===== config.mk =====
export PLATFORM = sky130hd
export DESIGN_NAME = game_timer
export DESIGN_NICKNAME = d
export VERILOG_FILES = /design/src/game_timer.sv
export SDC_FILE = /design/constraint.sdc
export NUM_CORES = 1
export LEC_CHECK = 0
export BUFFER_PORTS_ARGS = -buffer_cell sky130_fd_sc_hd__buf_2
export CAP_MARGIN = 30
export CORE_ASPECT_RATIO = 2
export CORE_MARGIN = 2
export CORE_UTILIZATION = 30
export DETAILED_ROUTE_END_ITERATION = 6
export SYNTH_ARGS = -nofsm -noshare
export SYNTH_HDL_FRONTEND = slang
export SYNTH_SLANG_ARGS = --single-unit

===== constraint.sdc =====
create_clock -name CLOCK_50 -period 1.9 [get_ports CLOCK_50]
set_input_delay 0.285 -clock CLOCK_50 [delete_from_list [all_inputs] [get_ports CLOCK_50]]
set_output_delay 0.285 -clock CLOCK_50 [all_outputs]
set_load 0.02 [all_outputs]

===== src/game_timer.sv =====
`timescale 1ns/1ns
`default_nettype none

module game_timer #(
  parameter int TICK_CYCLES = 50000,
  parameter int GAME_TICKS  = 600
) (
  input  logic CLOCK_50,
  input  logic reset,
  input  logic play_active,
  output logic move_tick,
  output logic round_over
);

  localparam int div_w_c  = $clog2(TICK_CYCLES + 1);
  localparam int tick_w_c = $clog2(GAME_TICKS + 1);

  logic [div_w_c-1:0]  div_cnt;
  logic [tick_w_c-1:0] tick_cnt;  // Ticks so far this round
  logic                div_wrap;

  assign div_wrap = (div_cnt == div_w_c'(TICK_CYCLES - 1));

  always_ff @(posedge CLOCK_50)
  begin
    if (reset || !play_active)  // Fresh count each round
    begin
      div_cnt    <= '0;
      tick_cnt   <= '0;
      move_tick  <= 1'b0;
      round_over <= 1'b0;
    end
    else
    begin
      move_tick <= 1'b0;
      if (!round_over)  // No more ticks once the round is over
      begin
        if (div_wrap)
        begin
          div_cnt   <= '0;
          move_tick <= 1'b1;
          tick_cnt  <= tick_cnt + 1'b1;
          if (tick_cnt == tick_w_c'(GAME_TICKS - 1))
            round_over <= 1'b1;
        end
        else
          div_cnt <= div_cnt + 1'b1;
      end
    end
  end

endmodule

`default_nettype wire


==> flow_summary.yaml <==
critical_path:
  crit_path_cell_trace: "ha_4 > nand4bb_1 > or4_4 > or4_4 > a21oi_2"
  critPathSlowestCell: "or4_4"
  worstSetupStartpointType: "register"
  rr_endpoint: "tick_cnt[8]"
  worstPathArrival_ps: 2110
  cp_top_family: "simple AND/OR/NAND/NOR gates"
  endpoint_kind: "register"
  path_common_cell: "or4_4"
  timing.rr.start: "div_cnt[1]"
  max_stage_delay_ps: 590
  ff2ff_setup_slack_ps: 7
  critical_path_buf_inv_count: 0
  cp.required_ps: 2120
  crit_type: "register to register"
  reg2reg_depth: 5
  path_max_fanout: 6
clock_network:
  clock-sinks: 28
  clk_pin_slew_worst_paths_ps: 100
  insertion_delay_ps: 280
  clk_path_buf_depth: 2
  cts_tree: "done"
  htree_levels: 1
  cts_root_buf: "clkbuf_8"
  hold_buffers: 0
  numCtsBuffers: 3
sta:
  max_slew.worst_pin.slew_ps: 335.1
  min_period_over_period_pct: 99.64
  fmax_ghz: 0.5282
  finClkSkew_ps: 3.135
  hold_viol_final: 0
  maxSlewViolCount: 0
  setup-tns-final_ps: 0
  min_period_ps: 1893
  setup_violations: 0
  worst_hold_slack_ps: 490.6
  rsz0062_at_grt: "true"
  relSlewSlack_pct: 77.45
power:
  ir_worst_vdd_mv: 0.3574
  power_per_cell_area_mw_per_mm2: 585.7
  leakage_nw: 0.5474
floorplanning:
  rows: 33
  die_y_microns: 96.83
  ioPinCount: 5
  die_w_microns: 50.41
  die-area_sq_mm: 0.004881
  start_util_pct: 31.30
  core_area_sq_mm: 0.004129
cells_and_area:
  syn2layout_area_growth_pct: 32.04
  fin_area_sq_mm: 0.001707
  antenna_cells: 0
  final_layout_size_suffix_gt1_share_pct: 28.65
  final_nets: 184
yosys:
  synthTopCellsByArea: "dfxtp_1, xnor2_1, nor2_1, nand4bb_1, or3_1"
  syn_area_per_cell_sq_um: 8.792
  yosysUniqueCellTypes: 29
  syn_area_sq_mm: 0.001292
  synth_edf_count: 0
  yosys_warnings: 0
  yosys-top-cells-count: "dfxtp_1, nor2_1, xnor2_1, a21oi_1, nand3_1"
  yosys.area.top_type: "dfxtp_1"
  ys_seq_elements: 28
  synthCells: 147
  synth_async_sr_flop_share_pct: 0
  yosysTopAreaCellShare_pct: 43.37
  yosysMostFrequentCell: "dfxtp_1"
  synthFlopType: "dfxtp_1"
  ys_seq_area_share_pct: 43.37
  postSynthNetCount: 152
global_routing:
  track_usage_pct: 12.85
  antenna_found_initial: 0
  overflow: 0
  grt_pass1_wl_mm: 5.030
  grt_max_degree: 17
  grt_pass1_vias: 1160
min_path:
  hold_depth: 4
  holdPathEnd: "move_tick"
  hold_path.class: "input pin to register"
  min_from: "play_active"
detailed_routing:
  detailroute.via_count: 1162
  drt_iter0_markers: 10
  vias_per_cell: 5.052
  wl_per_cell_microns: 13.10
  drtAntennaViolNets: 0
  drc: 0
  dr.pass1.iters: 4
  postRouteWirelength_mm: 3.013
placed_design:
  dpl.hpwl_mm: 2.101
  placed_area_sq_mm: 0.001520
  portBuffers: 4
  gp_congestion: 0.7920
run:
  maxCapViolCount: 0
run_status:
  status: "completed"
==> worst max-delay path by stage <==
stage                        endpoint  slack [ps]         from  cells after the start
after CTS                 tick_cnt[6]          -2   div_cnt[0]                      5
after global routing      tick_cnt[8]         -50   div_cnt[1]                      5
after global placement    tick_cnt[8]          10   div_cnt[5]                      4
after detailed placement  tick_cnt[4]          -8  div_cnt[10]                      5
after floorplan           tick_cnt[5]           8  div_cnt[11]                      5
final                     tick_cnt[8]           7   div_cnt[1]                      5
==> cells in the final DEF (no fill, tap or decap) <==
cell,instances
dfxtp_1,25
nor2_1,24
buf_4,24
xnor2_1,12
nand3_1,8
or3_1,7
nor4_1,5
nand2_1,5
a21oi_2,5
o21ai_0,5
nand4bb_1,4
or4_4,4
nand4_1,4
inv_1,4
nor3_1,4
xor2_1,4
clkbuf_8,4
buf_2,4
a21oi_1,3
dfxtp_2,3
buf_6,3
nand2b_1,2
mux2i_1,2
o31ai_1,2
nand4bb_4,1
or2b_1,1
nand3b_1,1
nand4b_1,1
nor2b_1,1
nor4b_1,1
a31oi_1,1
o31ai_2,1
ha_1,1
ha_4,1
buf_12,1
==> registers in the layout (all words and copies together), names as in the netlist <==
register    flops
tick_cnt       10
div_cnt        16
move_tick       1
round_over      1
==> metal layers <==
metal / vias up / share of wire [%] / track usage [%]
met4: 0 / 1.1 / 5.198
met3: 4 / 1.2 / 1.543
met2: 12 / 60 / 25.20
met1: 563 / 38 / 12.73
met5: - / 0 / 0
li1: 583 / - / -
==> tightest hold or removal path, delay by kind of cell <==
kind	cells	cell delay, ps
simple gates	2	180
buf+inv	2	270
==> power breakdown <==
part | switching (mW) | internal [mW] | total [mW]
Combinational | 0.0166 | 0.0150 | 0.0315
Clock | 0.191 | 0.186 | 0.377
Sequential | 0.00209 | 0.589 | 0.591
Total | 0.210 | 0.790 | 1.00
==> cell type report <==
type | instances | area, sq um
Inverter | 4 | 15.01
Clock buffer | 4 | 55.05
Sequential cell | 28 | 564.3
Tap cell | 52 | 65.06
Fill cell | 431 | 2422
Timing Repair Buffer | 32 | 254.0
Multi-Input combinational cell | 110 | 753.2
==> per-stage QoR <==
stage	worst slack, ps	cells	util (%)	power [mW]
final	6.792	230	41.33	0.9996
after global routing	-48.00	230	41.33	1.029
after CTS	-1.793	226	39.33	1.005
after floorplan	8.016	147	-	0.6167
after detailed placement	-8.077	219	36.82	0.6290
after global placement	9.639	219	36.82	0.6291
==> what timing repair did <==
item                       4_1_cts  5_1_grt
setup endpoints to repair        7       24
resized for setup                5       13
buffers inserted                 3        4
gates cloned                     0        0
pin swaps                        3       11
==> cell families after synthesis <==
group / Yosys count / share of synthesized area, %
buffers and inverters: 9 / 3.291
muxes: 2 / 1.549
AOI/OAI and AO/OA: 17 / 7.260
xor gates and xnor gates: 16 / 10.84
adders and majority gates: 2 / 1.936
DFF: 28 / 43.37
and+or+nand+nor: 73 / 31.75
Note: power is estimated with default switching activity, not from simulation.
