## src/ctrl_pkg.sv

```systemverilog
`default_nettype none

package ctrl_pkg;

  typedef enum logic [3:0] {
    st_idle, st_clear_write, st_clear_next,
    st_draw_p0, st_draw_p1, st_draw_p2, st_draw_p3,
    st_play_wait, st_tally, st_done
  } game_state_t;

  // Player opcodes are player * 4 + direction
  typedef enum logic [4:0] {
    key_p0_up = 5'd0, key_p0_down = 5'd1, key_p0_left = 5'd2, key_p0_right = 5'd3,
    key_p1_up = 5'd4, key_p1_down = 5'd5, key_p1_left = 5'd6, key_p1_right = 5'd7,
    key_p2_up = 5'd8, key_p2_down = 5'd9, key_p2_left = 5'd10, key_p2_right = 5'd11,
    key_p3_up = 5'd12, key_p3_down = 5'd13, key_p3_left = 5'd14, key_p3_right = 5'd15,
    key_start = 5'd16
  } key_op_t;

endpackage

`default_nettype wire

```

## src/game_pkg.sv

```systemverilog
`default_nettype none

package game_pkg;

  // Board size in cells
  localparam int board_w_c = 160;
  localparam int board_h_c = 120;

  typedef logic [7:0] coord_x_t;
  typedef logic [6:0] coord_y_t;
  typedef logic [2:0] colour_t;   // One bit each of blue, green, red
  typedef logic [1:0] player_id_t;
  typedef logic [14:0] score_t;   // Enough for all 19200 cells

  typedef enum logic [1:0] {
    dir_up,
    dir_down,
    dir_left,
    dir_right
  } dir_t;

  localparam colour_t colour_black_c = 3'b000;  // Cleared cell

  // Blue, green, red, yellow
  localparam colour_t player_colour_c [0:3] = '{3'b001, 3'b010, 3'b100, 3'b110};

  // One player near each corner
  localparam coord_x_t start_x_c [0:3] = '{8'd8, 8'd151, 8'd8, 8'd151};
  localparam coord_y_t start_y_c [0:3] = '{7'd8, 7'd8, 7'd111, 7'd111};

endpackage

`default_nettype wire

```

## src/game_fsm.sv

```systemverilog
`timescale 1ns/1ns
`default_nettype none

module game_fsm import ctrl_pkg::*, game_pkg::*; (
  input  logic       CLOCK_50,
  input  logic       reset,
  input  logic       start_pulse,
  input  logic       clear_done,
  input  logic       move_tick,
  input  logic       round_over,
  input  logic       tally_done,
  output logic       in_idle,
  output logic       load_start,
  output logic       play_active,
  output logic       clear_write,
  output logic       clear_next,
  output logic       draw_en,
  output logic       tally_start,
  output player_id_t draw_sel
);

  game_state_t state, state_nx;
  logic        tick_pend;  // Tick that arrived while drawing
  logic        tick_seen;

  assign tick_seen = move_tick || tick_pend;

  always_ff @(posedge CLOCK_50)
  begin
    if (reset)
    begin
      state     <= st_idle;
      tick_pend <= 1'b0;
    end
    else
    begin
      state <= state_nx;
      if (state == st_play_wait)
        tick_pend <= 1'b0;
      else if (move_tick)
        tick_pend <= 1'b1;
    end
  end

  always_comb
  begin
    state_nx = state;
    case (state)
      st_idle:        if (start_pulse) state_nx = st_clear_write;
      st_clear_write: state_nx = st_clear_next;
      st_clear_next:  state_nx = clear_done ? st_draw_p0 : st_clear_write;
      st_draw_p0:     state_nx = st_draw_p1;
      st_draw_p1:     state_nx = st_draw_p2;
      st_draw_p2:     state_nx = st_draw_p3;
      st_draw_p3:     state_nx = st_play_wait;
      st_play_wait:
        if (tick_seen)
          state_nx = st_draw_p0;
        else if (round_over)
          state_nx = st_tally;  // Last draws are already written
      st_tally:       if (tally_done) state_nx = st_done;
      st_done:        state_nx = st_done;
      default:        state_nx = st_idle;
    endcase
  end

  assign in_idle     = (state == st_idle);
  assign clear_write = (state == st_clear_write);
  assign clear_next  = (state == st_clear_next);
  assign load_start  = clear_next && clear_done;
  assign draw_en     = state inside {st_draw_p0, st_draw_p1, st_draw_p2, st_draw_p3};
  assign play_active = draw_en || (state == st_play_wait);
  assign tally_start = (state == st_play_wait) && round_over && !tick_seen;

  always_comb
  begin
    case (state)
      st_draw_p1: draw_sel = 2'd1;
      st_draw_p2: draw_sel = 2'd2;
      st_draw_p3: draw_sel = 2'd3;
      default:    draw_sel = 2'd0;
    endcase
  end

endmodule

`default_nettype wire

```

## config.mk

```make
export PLATFORM = sky130hd
export DESIGN_NAME = game_fsm
export DESIGN_NICKNAME = d
export VERILOG_FILES = /design/src/ctrl_pkg.sv /design/src/game_pkg.sv /design/src/game_fsm.sv
export SDC_FILE = /design/constraint.sdc
export NUM_CORES = 1
export LEC_CHECK = 0
export BUFFER_PORTS_ARGS = -buffer_cell sky130_fd_sc_hd__clkbuf_2
export CORE_AREA = 4 4 41 43
export DETAILED_ROUTE_END_ITERATION = 7
export DIE_AREA = 0 0 45 47
export SYNTH_ARGS = -nofsm -noshare
export SYNTH_HDL_FRONTEND = slang
export SYNTH_SLANG_ARGS = --single-unit
```

## constraint.sdc

```tcl
create_clock -name CLOCK_50 -period 2.8 [get_ports CLOCK_50]
set_clock_uncertainty 0.05 [all_clocks]
set_input_delay 0.42 -clock CLOCK_50 [delete_from_list [all_inputs] [get_ports CLOCK_50]]
set_output_delay 0.42 -clock CLOCK_50 [all_outputs]
set_load 0.1 [all_outputs]
```

==> impl_metrics.tcl <==
set metrics [dict create \
    stdcell_count 78 \
    r2r_cells 4 \
    netlist_area_um2 401.6 \
    grt_first_pass_wirelength_mm 1.400 \
    grt_pass1_vias 339 \
    seqCellArea_um2 100.1 \
    numCtsBuffers 3 \
    drv_cap 0 \
    syn_avg_cell_area_um2 8.367 \
    worstHoldPathType "in2reg" \
    ys_seq_area_frac 0.2492 \
    netlist_instances 48 \
    drt_iter0_markers 6 \
    clkTransAtPathRegs_ps 40 \
    preCtsSetupSlack_ps 783.4 \
    synthTopCellsByArea "dfxtp_1 25%, buf_6 11%, nor2_1 4.7%" \
    worstMarginPinSlew_ps 542.7 \
    setup_violations 0 \
    gr-usage-all-layers 0.09321 \
    drt_wl_total_um 864 \
    nets 71 \
    leakage_uw 0.0002294 \
    whs_ps 331.2 \
    yosys_warnings 0 \
    ys_types 29 \
    cp.required_ps 2330 \
    synth_edf_count 0 \
    layout_commonest_cell "clkbuf_2" \
    period_share 0.8195 \
    clock-sinks 5 \
    wl_met1_um 376 \
    power-per-cell-area_nw_per_um2 601.5 \
    synth-seq-cells 5 \
    period_needed_ps 2295 \
    area_delta_synth_final_pct 26.17 \
    clock_latency_ps 240 \
    ant_nets 0 \
    outcome "complete, no violations" \
    io_pins 16 \
    wl_per_cell_um 11.08 \
    tns_ps 0 \
    dr_wl_met2_um 415 \
    end_kind "output pin" \
    antenna_cells 0 \
    vdd_drop_max_v 0.0002293 \
    hpwl_um 638.7 \
    drtPass1Iterations 4 \
    die_w_um 45 \
    routabilityCongestion 0.7214 \
    dieArea_um2 2115 \
    cts_hold_buf 0 \
    synthFlopType "dfxtp_1" \
    synth_nets 55 \
    synth_area_leader_cell "dfxtp_1" \
    slew_violations 0 \
    cts_tree "done" \
    initial_core_util 0.3087 \
    crit_type "reg2out" \
    cts-resized-gates 0 \
    post-cts-setup-buffers 0 \
    synthArstFlopShare 0 \
    crit_path_max_fanout 14 \
    top_layer "met4" \
    hold_viol 0 \
    min_path_cells 2 \
    wl_met3_um 57 \
    fmax_ghz 0.4358 \
    viasPerCell 4.872 \
    rows 13 \
    synth_top_area_share 0.2492 \
    h-tree-depth 1 \
    slew_headroom 0.6397 \
    multi_input_area_um2 279.0 \
    setup_ws_ps 505.3 \
    most-common-layout-cells "15 x clkbuf_2, 5 x nor2_1, 5 x dfxtp_1" \
    io_buffer_count 15 \
    drive_gt1_frac 0.4127 \
    dieHeight_um 47 \
    fill_cells 144 \
    dp.cells 74 \
    drc 0 \
    grt_max_degree 15 \
    core-area_um2 1301 \
    start_kind "register" \
    cp_data_arrival_time_ps 1820 \
    overflow 0 \
    finalCoreUtilization 0.3894 \
    vias 380 \
    cts_buffer_depth 2 \
    antenna_found_initial 0 \
    grt_setup_unrepaired "false" \
    clockRootBuffer "clkbuf_4" \
]
## critical path, stage by stage (launching register included)
cell	delay (ps)
dfxtp_1	630
nand4b_1	210
nor2_1	160
and2_1	140
clkbuf_2	450
## cell usage after synthesis, drive strengths merged, types with 2 or more instances
master  instances
dfxtp           5
nor2            5
buf             4
o21ai           3
a21oi           2
and2            2
and3            2
inv             2
nor3            2
nor3b           2
o21bai          2
## final cells by class
class / count / area share
Tap cell: 15 / 0.03704
Sequential cell: 5 / 0.1975
Clock buffer: 4 / 0.05185
Multi-Input combinational cell: 37 / 0.5506
Timing Repair Buffer: 15 / 0.1481
Inverter: 2 / 0.01481
## state kept, by name, indices dropped and copies added (netlist names)
signal / cells
state: 4
tick_pend: 1
## power by group
part,switching [uW],internal (uW),total (uW),leakage [uW]
Clock,28.2,53.8,82.0,0.0000150
Sequential,14.5,76.7,91.2,0.0000411
Combinational,101,30.5,132,0.000173
## through the flow
stage	total power [uW]	cell area (um^2)
CTS	311.1	506.7
finish	304.8	506.7
global route	322.5	506.7
detailed placement	224.7	480.5
global placement	224.0	480.5
floorplan	211.7	431.7
## routing by layer
metal	GRT usage	vias up
li1	-	197
met1	0.1205	170
met2	0.1215	11
met3	0.01533	2
met4	0.1053	0
met5	0	-
## logic make-up (layout without fill, tap and decap cells)
group / after synthesis / in the layout / share of synthesized area
xor gates and xnor gates: 2 / 2 / 0.04362
buffers and inverters: 6 / 21 / 0.1308
AOI/OAI and AO/OA: 11 / 11 / 0.1931
DFF: 5 / 5 / 0.2492
and+or+nand+nor: 24 / 24 / 0.3832
## worst paths after layout
check / from / endpoint / slack, ps
max: state[2] / tally_start / 510
min: reset / state[2] / 330
max reg2reg: state[2] / state[3] / 1060
min reg2reg: tick_pend / tick_pend / 600
Note: power is estimated with default switching activity, not from simulation.
