--- src/game_pkg.sv ---
`default_nettype none

package game_pkg;

  // Board size in cells
  localparam int board_w_c = 160;
  localparam int board_h_c = 120;

  typedef logic [7:0] coord_x_t;
  typedef logic [6:0] coord_y_t;
  typedef logic [2:0] colour_t;   // One bit each of blue, green, red
  typedef logic [1:0] player_id_t;
  typedef logic [14:0] score_t;   // Enough for all 19200 cells

  typedef enum logic [1:0] {
    dir_up,
    dir_down,
    dir_left,
    dir_right
  } dir_t;

  localparam colour_t colour_black_c = 3'b000;  // Cleared cell

  // Blue, green, red, yellow
  localparam colour_t player_colour_c [0:3] = '{3'b001, 3'b010, 3'b100, 3'b110};

  // One player near each corner
  localparam coord_x_t start_x_c [0:3] = '{8'd8, 8'd151, 8'd8, 8'd151};
  localparam coord_y_t start_y_c [0:3] = '{7'd8, 7'd8, 7'd111, 7'd111};

endpackage

`default_nettype wire

--- src/player_mover.sv ---
`timescale 1ns/1ns
`default_nettype none

module player_mover import game_pkg::*; (
  input  logic     CLOCK_50,
  input  logic     reset,
  input  logic     load_start,
  input  logic     move_tick,
  input  dir_t     dir_p0,
  input  dir_t     dir_p1,
  input  dir_t     dir_p2,
  input  dir_t     dir_p3,
  output coord_x_t pos_x_p0,
  output coord_x_t pos_x_p1,
  output coord_x_t pos_x_p2,
  output coord_x_t pos_x_p3,
  output coord_y_t pos_y_p0,
  output coord_y_t pos_y_p1,
  output coord_y_t pos_y_p2,
  output coord_y_t pos_y_p3
);

  dir_t     dir_a [0:3];
  coord_x_t pos_x [0:3];
  coord_y_t pos_y [0:3];

  assign dir_a = '{dir_p0, dir_p1, dir_p2, dir_p3};

  // Clamped at the left and right edges
  function automatic coord_x_t step_x(input coord_x_t x, input dir_t d);
    coord_x_t nx;
    nx = x;
    if (d == dir_left && x != '0)
      nx = x - 1'b1;
    else if (d == dir_right && x != coord_x_t'(board_w_c - 1))
      nx = x + 1'b1;
    return nx;
  endfunction

  function automatic coord_y_t step_y(input coord_y_t y, input dir_t d);
    coord_y_t ny;
    ny = y;
    if (d == dir_up && y != '0)
      ny = y - 1'b1;
    else if (d == dir_down && y != coord_y_t'(board_h_c - 1))
      ny = y + 1'b1;
    return ny;
  endfunction

  always_ff @(posedge CLOCK_50)
  begin
    for (int p = 0; p < 4; p++)
    begin
      if (reset || load_start)
      begin
        pos_x[p] <= start_x_c[p];
        pos_y[p] <= start_y_c[p];
      end
      else if (move_tick)
      begin
        pos_x[p] <= step_x(pos_x[p], dir_a[p]);
        pos_y[p] <= step_y(pos_y[p], dir_a[p]);
      end
    end
  end

  assign {pos_x_p0, pos_x_p1, pos_x_p2, pos_x_p3} = {pos_x[0], pos_x[1], pos_x[2], pos_x[3]};
  assign {pos_y_p0, pos_y_p1, pos_y_p2, pos_y_p3} = {pos_y[0], pos_y[1], pos_y[2], pos_y[3]};

endmodule

`default_nettype wire

--- config.mk ---
export PLATFORM = sky130hd
export DESIGN_NAME = player_mover
export DESIGN_NICKNAME = d
export VERILOG_FILES = /design/src/game_pkg.sv /design/src/player_mover.sv
export SDC_FILE = /design/constraint.sdc
export NUM_CORES = 1
export LEC_CHECK = 0
export BUFFER_PORTS_ARGS = -buffer_cell sky130_fd_sc_hd__buf_2
export CAP_MARGIN = 20
export CORE_ASPECT_RATIO = 0.5
export CORE_UTILIZATION = 58
export DETAILED_ROUTE_END_ITERATION = 10
export GPL_TIMING_DRIVEN = 0
export PLACE_DENSITY = 0.81
export SLEW_MARGIN = 20
export SYNTH_ARGS = -nofsm -noshare
export SYNTH_HDL_FRONTEND = slang
export SYNTH_SLANG_ARGS = --single-unit
export TNS_END_PERCENT = 100
--- constraint.sdc ---
create_clock -name CLOCK_50 -period 3.29 [get_ports CLOCK_50]
set_input_delay 0.4935 -clock CLOCK_50 [delete_from_list [all_inputs] [get_ports CLOCK_50]]
set_output_delay 0.4935 -clock CLOCK_50 [all_outputs]
set_load 0.01 [all_outputs]
==> impl_metrics.tcl <==
set metrics [dict create \
    worst_slack_placed_ns 0.256 \
    routed_via_density 6.02 \
    core.rowCount 22 \
    numCtsBuffers 9 \
    cts.repair_timing.setup_buffer_count 0 \
    netlist_top_cells_count "60 x sky130_fd_sc_hd__edfxtp_1, 44 x sky130_fd_sc_hd__ha_1, 42 x sky130_fd_sc_hd__nand2_1, 42 x sky130_fd_sc_hd__nor2_1, 31 x sky130_fd_sc_hd__nor2b_1" \
    cts_max_level 3 \
    worstSetupEndpointType "flop" \
    synthTopCellsByArea "sky130_fd_sc_hd__edfxtp_1 38%, sky130_fd_sc_hd__ha_1 11%, sky130_fd_sc_hd__nor2b_1 4.1%" \
    power.sequential.fraction_pct 41.9 \
    post_route_cells_drive_above_1_share_pct 16.8 \
    first_pass_iters 5 \
    transition_time_at_the_pin_with_the_least_slew_margin_ns 0.763 \
    dr_total_vias 4160 \
    cellLeakagePower_nw 2.26 \
    synthesis.nets 561 \
    synthCells 497 \
    finalWorstSetupSlack_ns 0.253 \
    synth_top_flop_cell "sky130_fd_sc_hd__edfxtp_1" \
    ys_async_sr_fraction_pct 0 \
    grt.overflow.total 0 \
    grt_max_degree 11 \
    ys.warnings.count 0 \
    yosysUniqueCellTypes 50 \
    cts_num_sinks 60 \
    place.gp.congestion 0.871 \
    worst_setup_path_start_kind "flop" \
    rsz0062_at_grt "false" \
    antenna_found_initial 0 \
    wl_per_cell_um 16.1 \
    design.portCount 72 \
    synth_to_final_area_change_pct 15.4 \
    layout_net_count 642 \
    grt_pass1_wl_um 18100 \
    filler_cell_count 614 \
    worst_path_largest_cell_delay_ns 0.56 \
    floorplan.die.width_um 130 \
    cts-root-buf "sky130_fd_sc_hd__clkbuf_16" \
    vias_in_the_first_global_route 3791 \
    worst_path_max_delay_cell "sky130_fd_sc_hd__or4_1" \
    min-delay-path-class "flop to flop" \
    fin_crit_ns 3.04 \
    timing.hold.worst_path_depth 1 \
    netlist.area_leader.share_pct 37.6 \
    report.final.slew_viol_count 0 \
    final_tns_setup_ns 0 \
    worst_slew_margin_pct 48.7 \
    track_usage_pct 27.6 \
    netlist_area_before_placement_mm2 0.00479 \
    timing.critical_path.arrival_ns 3.11 \
    clock_insertion_delay_worst_skew_ns 0.33 \
    postSynthRegisterBits 60 \
    share_comb_of_total_power_pct 22.3 \
    fin_worst_skew_ns 0.00423 \
    total_core_area_mm2 0.00765 \
    synth_most_common_cell "sky130_fd_sc_hd__edfxtp_1" \
    switching_share_pct 29.7 \
    post_cts_resize_count 0 \
    synth_top_cell_by_area "sky130_fd_sc_hd__edfxtp_1" \
    finalHoldViolCount 0 \
    worst_ir_drop_vdd_uv 271 \
    hold_buffers 0 \
    r2r_cells 9 \
    postPlaceCellArea_mm2 0.00527 \
    clk_pin_slew_ns 0.05 \
    routed_wirelength_um 11100 \
    synth.yosys.seq_area_share_pct 37.6 \
    timing.final.crit_share_pct 92.3 \
    postLayoutCellArea_mm2 0.00553 \
    stdcell_count 691 \
    power.density_cell_area_mw_per_mm2 416 \
    crit_chain "or4_1, nor2_1, nor2b_1, ha_1, a211oi_1, nor3_1, a211oi_2, xor2_1, nand2_1" \
    top_fanout_value_on_the_critical_path 8 \
    die_area_mm2 0.00865 \
    clockPowerShare_pct 35.7 \
    dpl.hpwl_um 8150 \
    setup.worst_path.class "flop to flop" \
    synth-edff-count 60 \
    internal_power_mw 1.62 \
    timing.max_cap.violations 0 \
    effective_utilization_at_floorplan_pct 62.6 \
    clock_tree.buffer_depth 2 \
    numPlacedInstances 675 \
    die-height_um 66.3 \
    postSynthAreaPerCell_um2 9.63 \
    detail-route-antenna-nets 0 \
    tritoncts "yes" \
    port-buffer-count 70 \
    detail_route.iter0.violations 261 \
    net-switching-power_mw 0.683 \
    timing.final.setup_violations 0 \
    achievable-frequency_mhz 329 \
    run_status "complete, no violations" \
    drc 0 \
    required_arrival_time_at_the_worst_endpoint_ns 3.37 \
    antenna_cells_inserted 0 \
]
area by class of cell:
cell class | count | area [um2] | area share [%]
clock buffer | 12 | 236 | 4.28
tap | 108 | 135 | 2.45
inverter | 30 | 113 | 2.04
sequential | 60 | 1800 | 32.6
multi-input combinational | 397 | 2810 | 50.9
clock inverter | 4 | 16.3 | 0.294
timing repair buffer | 70 | 350 | 6.34
buffer | 10 | 61.3 | 1.11
power by group through the flow:
stage	logic [mW]	registers [mW]	clock network [mW]
2_1_floorplan	0.349	0.986	0
3_3_place_gp	0.490	0.976	0
3_5_place_dp	0.506	0.978	0
4_1_cts	0.511	0.963	0.827
5_1_grt	0.576	0.972	0.857
6_report	0.514	0.964	0.822
final timing paths:
| kind | from | to | slack [ns] |
|---|---|---|---|
| setup / recovery | pos_x[1][0]$_SDFFCE_PN1P_ | pos_x[1][7]$_SDFFCE_PN1P_ | 0.25 |
| hold / removal | pos_y[2][0]$_SDFFCE_PN1P_ | pos_y[2][0]$_SDFFCE_PN1P_ | 0.63 |
| setup reg to reg | pos_x[1][0]$_SDFFCE_PN1P_ | pos_x[1][7]$_SDFFCE_PN1P_ | 0.25 |
| hold reg to reg | pos_y[2][0]$_SDFFCE_PN1P_ | pos_y[2][0]$_SDFFCE_PN1P_ | 0.63 |
stage by stage:
| stage | power, mW | util (%) | hold WS [ns] |
|---|---|---|---|
| floorplan | 1.33 | - | 0.639 |
| global placement | 1.47 | 68.9 | 0.622 |
| detailed placement | 1.48 | 68.9 | 0.618 |
| CTS | 2.30 | 72.2 | 0.630 |
| global route | 2.40 | 72.2 | 0.667 |
| finish | 2.30 | 72.2 | 0.629 |
worst max-delay path: cells and delay by family, from the launching register on:
family	cells	cell delay (ns)
and+or+nand+nor	5	1.07
AOI/OAI and AO/OA	2	0.69
DFF	1	0.48
adders and majority gates	1	0.33
xor gates and xnor gates	1	0.20
routing by layer:
layer | up-vias | GRT usage (%) | share of wire (%)
met5 | - | 0 | 0
met4 | 0 | 8.19 | 1.0
met3 | 10 | 5.18 | 5.8
met2 | 117 | 45.8 | 47
met1 | 1992 | 36.7 | 46
li1 | 2041 | - | -
state kept, by name (all words and copies together), names as in the netlist:
name,flops
pos_y,28
pos_x,32
placed cells by master, fill, tap and decap left out, types with 3 or more instances in the layout:
cell type / instances
sky130_fd_sc_hd__nand2_1: 42
sky130_fd_sc_hd__nor3b_1: 10
sky130_fd_sc_hd__a311oi_1: 3
sky130_fd_sc_hd__clkbuf_1: 3
sky130_fd_sc_hd__clkinv_1: 3
sky130_fd_sc_hd__nor2b_1: 31
sky130_fd_sc_hd__o21ai_1: 11
sky130_fd_sc_hd__or4_1: 3
sky130_fd_sc_hd__o31a_1: 3
sky130_fd_sc_hd__a21oi_1: 18
sky130_fd_sc_hd__nor3_1: 21
sky130_fd_sc_hd__a211oi_1: 10
sky130_fd_sc_hd__a21boi_0: 3
sky130_fd_sc_hd__buf_2: 76
sky130_fd_sc_hd__nand4b_1: 8
sky130_fd_sc_hd__nand2b_1: 3
sky130_fd_sc_hd__o21ai_0: 21
sky130_fd_sc_hd__and3b_1: 3
sky130_fd_sc_hd__o211ai_1: 10
sky130_fd_sc_hd__inv_1: 30
sky130_fd_sc_hd__nand3_1: 15
sky130_fd_sc_hd__xnor2_1: 9
sky130_fd_sc_hd__o21a_1: 9
sky130_fd_sc_hd__nand4_1: 6
sky130_fd_sc_hd__clkbuf_16: 9
sky130_fd_sc_hd__edfxtp_1: 60
sky130_fd_sc_hd__nor4_1: 12
sky130_fd_sc_hd__fa_1: 8
sky130_fd_sc_hd__nor2_1: 42
sky130_fd_sc_hd__o31ai_1: 6
sky130_fd_sc_hd__xor2_1: 11
sky130_fd_sc_hd__a21o_1: 10
sky130_fd_sc_hd__or4b_1: 4
sky130_fd_sc_hd__ha_1: 44
cell families (layout without fill, tap and decap cells):
kind of cell    Yosys count  count (layout)  synth area share (%)
xor+xnor                 20              20                  3.66
mux                       1               1                 0.209
simple gates            211             211                  24.4
compound gates          113             113                  15.6
flops                    60              60                  37.6
buf+inv                  40             126                  3.63
fa+ha+maj                52              52                  14.8
(Power assumes the default switching activity.)
