===== src/game_pkg.sv =====
`default_nettype none

package game_pkg;

  // Board size in cells
  localparam int board_w_c = 160;
  localparam int board_h_c = 120;

  typedef logic [7:0] coord_x_t;
  typedef logic [6:0] coord_y_t;
  typedef logic [2:0] colour_t;   // One bit each of blue, green, red
  typedef logic [1:0] player_id_t;
  typedef logic [14:0] score_t;   // Enough for all 19200 cells

  typedef enum logic [1:0] {
    dir_up,
    dir_down,
    dir_left,
    dir_right
  } dir_t;

  localparam colour_t colour_black_c = 3'b000;  // Cleared cell

  // Blue, green, red, yellow
  localparam colour_t player_colour_c [0:3] = '{3'b001, 3'b010, 3'b100, 3'b110};

  // One player near each corner
  localparam coord_x_t start_x_c [0:3] = '{8'd8, 8'd151, 8'd8, 8'd151};
  localparam coord_y_t start_y_c [0:3] = '{7'd8, 7'd8, 7'd111, 7'd111};

endpackage

`default_nettype wire


===== src/plot_datapath.sv =====
`timescale 1ns/1ns
`default_nettype none

module plot_datapath import game_pkg::*; (
  input  logic       CLOCK_50,
  input  logic       reset,
  input  logic       clear_write,
  input  logic       clear_next,
  input  logic       draw_en,
  input  player_id_t draw_sel,
  input  coord_x_t   pos_x_p0,
  input  coord_x_t   pos_x_p1,
  input  coord_x_t   pos_x_p2,
  input  coord_x_t   pos_x_p3,
  input  coord_y_t   pos_y_p0,
  input  coord_y_t   pos_y_p1,
  input  coord_y_t   pos_y_p2,
  input  coord_y_t   pos_y_p3,
  output logic       clear_done,
  output logic       plot_valid,
  output coord_x_t   plot_x,
  output coord_y_t   plot_y,
  output colour_t    plot_colour
);

  coord_x_t clr_x;  // Clear raster, x runs fastest
  coord_y_t clr_y;
  coord_x_t sel_x [0:3];
  coord_y_t sel_y [0:3];
  logic     clr_row_end;

  assign sel_x       = '{pos_x_p0, pos_x_p1, pos_x_p2, pos_x_p3};
  assign sel_y       = '{pos_y_p0, pos_y_p1, pos_y_p2, pos_y_p3};
  assign clr_row_end = (clr_x == coord_x_t'(board_w_c - 1));
  assign clear_done  = clr_row_end && (clr_y == coord_y_t'(board_h_c - 1));

  always_ff @(posedge CLOCK_50)
  begin
    if (reset)
    begin
      clr_x      <= '0;
      clr_y      <= '0;
      plot_valid <= 1'b0;
    end
    else
    begin
      plot_valid <= clear_write || draw_en;
      if (clear_next)
      begin
        clr_x <= clr_row_end ? '0 : clr_x + 1'b1;
        if (clr_row_end)
          clr_y <= clear_done ? '0 : clr_y + 1'b1;  // Wraps for the next game
      end
    end
  end

  always_ff @(posedge CLOCK_50)
  begin
    if (clear_write)
    begin
      plot_x      <= clr_x;
      plot_y      <= clr_y;
      plot_colour <= colour_black_c;
    end
    else if (draw_en)
    begin
      plot_x      <= sel_x[draw_sel];
      plot_y      <= sel_y[draw_sel];
      plot_colour <= player_colour_c[draw_sel];
    end
  end

endmodule

`default_nettype wire


===== config.mk =====
export PLATFORM = sky130hd
export DESIGN_NAME = plot_datapath
export DESIGN_NICKNAME = d
export VERILOG_FILES = /design/src/game_pkg.sv /design/src/plot_datapath.sv
export SDC_FILE = /design/constraint.sdc
export NUM_CORES = 1
export LEC_CHECK = 0
export ABC_AREA = 1
export BUFFER_PORTS_ARGS = -buffer_cell sky130_fd_sc_hd__buf_2
export CORE_ASPECT_RATIO = 1.25
export CORE_MARGIN = 5
export CORE_UTILIZATION = 44
export CTS_BUF_LIST = sky130_fd_sc_hd__clkbuf_2
export DETAILED_ROUTE_END_ITERATION = 10
export PLACE_DENSITY = 0.82
export SLEW_MARGIN = 30
export SYNTH_ARGS = -nofsm -noshare
export SYNTH_HDL_FRONTEND = slang
export SYNTH_SLANG_ARGS = --single-unit

===== constraint.sdc =====
create_clock -name CLOCK_50 -period 1.35 [get_ports CLOCK_50]
set_input_delay 0.135 -clock CLOCK_50 [delete_from_list [all_inputs] [get_ports CLOCK_50]]
set_output_delay 0.135 -clock CLOCK_50 [all_outputs]
set_load 0.02 [all_outputs]

==> results.cfg, run 1 <==
[drt]
route.detailed.drc = 0
via_per_inst = 5.131
routed_wl_um = 5876
top_layer = met4
postRouteAntennaNets = 0
wl_met2_um = 2975
vias = 2237
met1_length_um = 2267
drt_pass1_iterations = 4
wl_met3_um = 490
post_drt_wl_per_cell_um = 13.48
drtIter0Drc = 115

[die]
chipWidth_um = 69.75
row_count = 27
dieHeight_um = 84.68
coreArea_um2 = 4358
start_util = 0.4505
boundaryPins = 87
die_area_um2 = 5906

[timing]
slew_headroom = 0.8022
max_freq_ghz = 0.6317
whs_ps = 105.5
setup_viol = 4
worst_slew_pin_slew_ps = 296.4
fin_skew_ps = 17.52
report.final.slew_viol_count = 0
finalCritPeriodShare = 1.173
setup_ws_ps = -233.1
hold_viol = 0
period_minus_slack_ps = 1583
rsz0062_at_grt = true

[hold_path]
min_path_type = primary input to register

[global_routing]
grt_first_pass_wirelength_um = 9570
grt_pass1_vias = 2133
overflow = 0
grtUsageTotal = 0.1982
antenna_found_initial = 0
grt_max_degree = 27

[critical_path]
path_class = register to output port
critPathMaxStageDelay_ps = 390
cpMaxStageDelayCell = dfxtp_2
cp.required_ps = 1220
r2r-end = clr_x[6]
cp_top_family = flip-flops
regToRegSetupSlack_ps = -30
crit_fanout = 3
r2r.worst_path.cells = 9
worstPathCellList = ha_4 > nand2_4 > nor3_4 > nand3_2 > inv_2 > buf_6
path_depth = 6
start_kind = register
cp-startpoint = clr_y[1]
cp-endpoint = clear_done
crit_buf_inv = 2
endpoint_kind = output port
reg2reg_from = clr_x[1]
arrival_ps = 1450

[clock_tree]
root_buffer = clkbuf_2
clkTransAtPathRegs_ps = 160
clk_latency_ps = 380
cts_sinks = 34
cts_buffer_depth = 2
cts_tree = done
htreeDepth = 2
cts_made_buffers = 5

[outcome]
violations = setup timing
status = finished, violations left

[flow_run]
maxCapViolations = 0

[finish]
fillers = 375
drive_above_1_share = 0.3783
syn2layout_area_growth_pct = 43.21
fin_cells = 436
nets = 446
diodes = 0

[place]
gp_routability_congestion = 0.8611
dp_cells = 416
hpwl_um = 4377
io_buffer_count = 86

[synthesis]
avgSynthCellArea_um2 = 7.271
synth_edf_count = 15
synth-seq-cells = 34
muxShareOfSynthArea = 0
synth_fp_nets = 339
synth_compound_area_frac = 0.1931
ys_seq_area_frac = 0.4232
syn_inst = 270
synth_simple_gate_area_frac = 0.2945
synth_cell_types = 30
yosysWarnings = 0
ys_async_sr_fraction = 0
synth_top_family_by_area = simple AND/OR/NAND/NOR gates
synth-xor-area-share = 0.008923
ys.flop_type = dfxtp_1
synth_fa_ha_area_frac = 0.01275
syn_area_um2 = 1963

[power]
irDropWorstVdd_mv = 0.5492
power_leakage_nw = 1.290
power_density_nw_per_um2 = 819.6
power_mw = 2.304
-- placed cells by master (no fill, tap or decap) --
cell type | synthesis | final
nand3_4 | 1 | 2
nand2_4 | 1 | 2
edfxtp_1 | 15 | 15
nand4_1 | 3 | 3
clkbuf_2 | 0 | 7
dlygate4sd3_1 | 0 | 3
inv_2 | 1 | 3
a211oi_1 | 1 | 1
dfxtp_2 | 0 | 6
o21ai_0 | 41 | 39
dfxtp_4 | 0 | 1
dfxtp_1 | 19 | 12
nor2_4 | 3 | 4
nand2_1 | 41 | 40
ha_4 | 0 | 2
buf_12 | 0 | 3
buf_4 | 1 | 17
nor3_4 | 1 | 2
nor3_1 | 2 | 2
nand3_2 | 1 | 2
o22ai_1 | 10 | 10
nand3_1 | 10 | 8
o21bai_1 | 1 | 1
nor2_2 | 1 | 1
buf_2 | 3 | 85
nor2_1 | 62 | 61
clkinv_2 | 1 | 1
nor3b_1 | 1 | 1
o21ai_1 | 5 | 7
inv_1 | 19 | 17
bufinv_16 | 0 | 1
a21oi_1 | 8 | 8
buf_6 | 0 | 4
xor2_1 | 2 | 2
a31oi_1 | 5 | 5
-- logic make-up after synthesis --
family / after synthesis
compound gates: 71
xor+xnor: 2
fa+ha+maj: 2
buf+inv: 33
flops: 34
simple gates: 128
-- tightest hold or removal path: stages --
cell and delay, ps:
buf_2 160, nand3_1 100, a21oi_1 50
-- area by class of cell --
type                    count  area, µm²  area share
well taps                  58      72.57     0.02581
inverters                  21      80.08     0.02848
multi-input cells         203       1064      0.3783
clock inverters             1      30.03     0.01068
clock buffers               7      35.03     0.01246
flip-flops and latches     34      842.1      0.2995
repair buffers            112      688.2      0.2448
-- through the flow --
step / setup slack (ps) / setup TNS, ps / util / instance area (µm²)
after detailed placement: -11.29 / -11.29 / 0.5866 / 2556
after global placement: 76.80 / 0 / 0.5866 / 2556
after floorplan: 59.40 / 0 / - / 1963
after global routing: -332.8 / -787.0 / 0.6451 / 2811
final: -233.1 / -296.0 / 0.6451 / 2811
after CTS: -234.6 / -418.2 / 0.6250 / 2724
-- flip-flops by register name, indices dropped and copies added (netlist names) --
register,flops
clr_x,8
clr_y,7
plot_colour,3
plot_valid,1
plot_x,8
plot_y,7
-- synth_stat cells, types with 5 or more instances --
library cell / count / area [µm²]
o21ai_0: 41 / 205.2
dfxtp_1: 19 / 380.4
clkbuf_1: 8 / 30.03
nand2_1: 41 / 153.9
a21oi_1: 8 / 40.04
nor2_1: 62 / 232.7
o21ai_1: 5 / 25.02
a31oi_1: 5 / 31.28
o22ai_1: 10 / 62.56
edfxtp_1: 15 / 450.4
inv_1: 19 / 71.32
nand3_1: 10 / 50.05
-- what timing repair did --
item,in CTS,in global routing
buffers inserted,3,6
hold buffers,3,0
hold endpoints to repair,4,0
resized for setup,18,11
pin swaps,3,12
setup endpoints to repair,2,13
-- worst min-delay path by stage --
stage,from,end,cells after the start,slack (ps)
finish,clear_next,clr_x[1],3,110
global route,clear_next,clr_x[1],3,100
CTS,clear_next,clr_x[1],3,80
detailed placement,clear_write,plot_colour[0],2,330
global placement,clear_write,plot_colour[0],2,330
floorplan,reset,clr_x[1],1,200
-- layer usage --
layer  global-route usage  up-vias
li1                     -     1131
met1               0.2208      994
met2               0.3472       96
met3              0.05988       16
met4              0.08711        0
met5                    0        -
-- power breakdown --
part / total [mW] / internal [mW] / leakage [nW] / switching [mW]
combinational: 0.479 / 0.209 / 0.928 / 0.270
sequential: 1.16 / 1.14 / 0.319 / 0.0194
clock: 0.670 / 0.330 / 0.0432 / 0.340
total: 2.30 / 1.67 / 1.29 / 0.630
Note: power is estimated with default switching activity, not from simulation.
==> run 2: changes to the inputs <==
GPL_TIMING_DRIVEN = 0   (was default)
==> results.cfg, run 2 (synthesis gave the netlist of run 1 again) <==
[die]
boundaryPins = 87
dieHeight_um = 84.68
chipWidth_um = 69.75
row_count = 27
coreArea_um2 = 4358
die_area_um2 = 5906
start_util = 0.4505

[flow_run]
maxCapViolations = 0

[critical_path]
crit_fanout = 2
cp.required_ps = 1220
regToRegSetupSlack_ps = -170
endpoint_kind = output port
path_class = register to output port
start_kind = register
arrival_ps = 1410

[global_routing]
grt_pass1_vias = 2175
grtUsageTotal = 0.2092
grt_first_pass_wirelength_um = 9991
overflow = 0
antenna_found_initial = 0
grt_max_degree = 16

[timing]
rsz0062_at_grt = true
slew_headroom = 0.6798
worst_slew_pin_slew_ps = 480.3
setup_viol = 4
fin_skew_ps = 7.968
hold_viol = 0
period_minus_slack_ps = 1549
finalCritPeriodShare = 1.147
setup_tns_ps = -372.6
max_freq_ghz = 0.6458
report.final.slew_viol_count = 0
setup_ws_ps = -198.5

[drt]
drtIter0Drc = 136
postRouteAntennaNets = 0
via_per_inst = 5.194
post_drt_wl_per_cell_um = 14.24
route.detailed.drc = 0
drt_pass1_iterations = 5
vias = 2280
routed_wl_um = 6252

[finish]
final_cell_mix = 87 x buf_2, 58 x nor2_1, 38 x o21ai_0, 38 x nand2_1, 17 x inv_1
multi_input_area_um2 = 1089
drive_above_1_share = 0.3885
post-route-util = 0.6357
syn2layout_area_growth_pct = 41.11
mostFrequentLayoutCell = buf_2
reg_top3 = clr_x (8), plot_x (8)
regArea_um2 = 843.3
nets = 449
diodes = 0
fillers = 365

[place]
hpwl_um = 4456
io_buffer_count = 85
gp_routability_congestion = 0.8857

[clock_tree]
root_buffer = clkbuf_2
cts_tree = done
clkTransAtPathRegs_ps = 170
cts_made_buffers = 5
htreeDepth = 2
cts_buffer_depth = 2
cts_sinks = 34
clk_latency_ps = 370

[power]
p_switching_mw = 0.6307
pwr-share-seq = 0.555
irDropWorstVdd_mv = 0.3948
power_leakage_nw = 1.254
switching_share = 0.3020
p_clk_frac = 0.219
p_int_mw = 1.458
power_density_nw_per_um2 = 754.0
power_frac_comb = 0.225

[hold_path]
min_path_type = primary input to register

[outcome]
violations = setup timing
status = finished, violations left
run 2: cell types whose count changed in the layout (fill, tap and decap cells not counted), sizes merged:
cell,change
bufinv,-1
dlygate4sd3,-1
buf,-4
clkinv,+2
clkbuf,+7
run 2: worst max-delay path, cell delays in order (launching register included):
cell and delay (ps):
dfxtp_2 390, ha_4 150, nand2_4 60, nor3_4 160, nand3_2 120, inv_2 60
buf_6 110
run 2: through the flow:
step	cell area, µm²	power [mW]	worst slack [ps]	std cells	hold slack [ps]
after floorplan	1963	1.423	59.40	270	204.1
after global placement	2461	1.615	-269.6	413	339.3
after detailed placement	2461	1.622	-311.8	413	333.8
after CTS	2713	2.088	-191.5	438	4.485
after global routing	2770	2.200	-275.6	439	12.34
final	2770	2.089	-198.5	439	33.95
run 2: final timing paths:
| kind | startpoint | cells past startpoint | endpoint |
|---|---|---|---|
| max | clr_y[0] | 6 | clear_done |
| min | reset | 2 | clr_x[6] |
| max reg2reg | clr_y[0] | 10 | clr_y[1] |
| min reg2reg | plot_colour[0] | 2 | plot_colour[0] |
run 2: power groups by stage:
stage	sequential [mW]	combinational, mW	clock (mW)
after floorplan	1.25	0.177	0
after global placement	1.18	0.434	0
after detailed placement	1.18	0.439	0
after CTS	1.16	0.460	0.469
after global routing	1.16	0.519	0.516
final	1.16	0.471	0.458
run 2: final cells by class:
type,instances,area share
Sequential cell,34,0.3044
Multi-Input combinational cell,203,0.3930
Inverter,21,0.02891
Clock inverter,2,0.003162
Buffer,12,0.01897
Timing Repair Buffer,103,0.2145
Clock buffer,6,0.01084
Tap cell,58,0.02620
run 2: per-layer routing:
layer / vias to the layer above / GRT usage / wire [µm]
met5: - / 0 / 0
met4: 0 / 0.08885 / 168
met3: 15 / 0.06228 / 489
met2: 109 / 0.3793 / 3217
met1: 1030 / 0.2244 / 2376
li1: 1126 / - / -
run 2: what timing repair did:
item,in CTS,in global routing
gates cloned,0,0
hold buffers,2,0
endpoints found under the setup margin,13,27
pin swaps,8,3
setup buffers,19,2
endpoints found under the hold margin,3,0
resized for setup,24,20
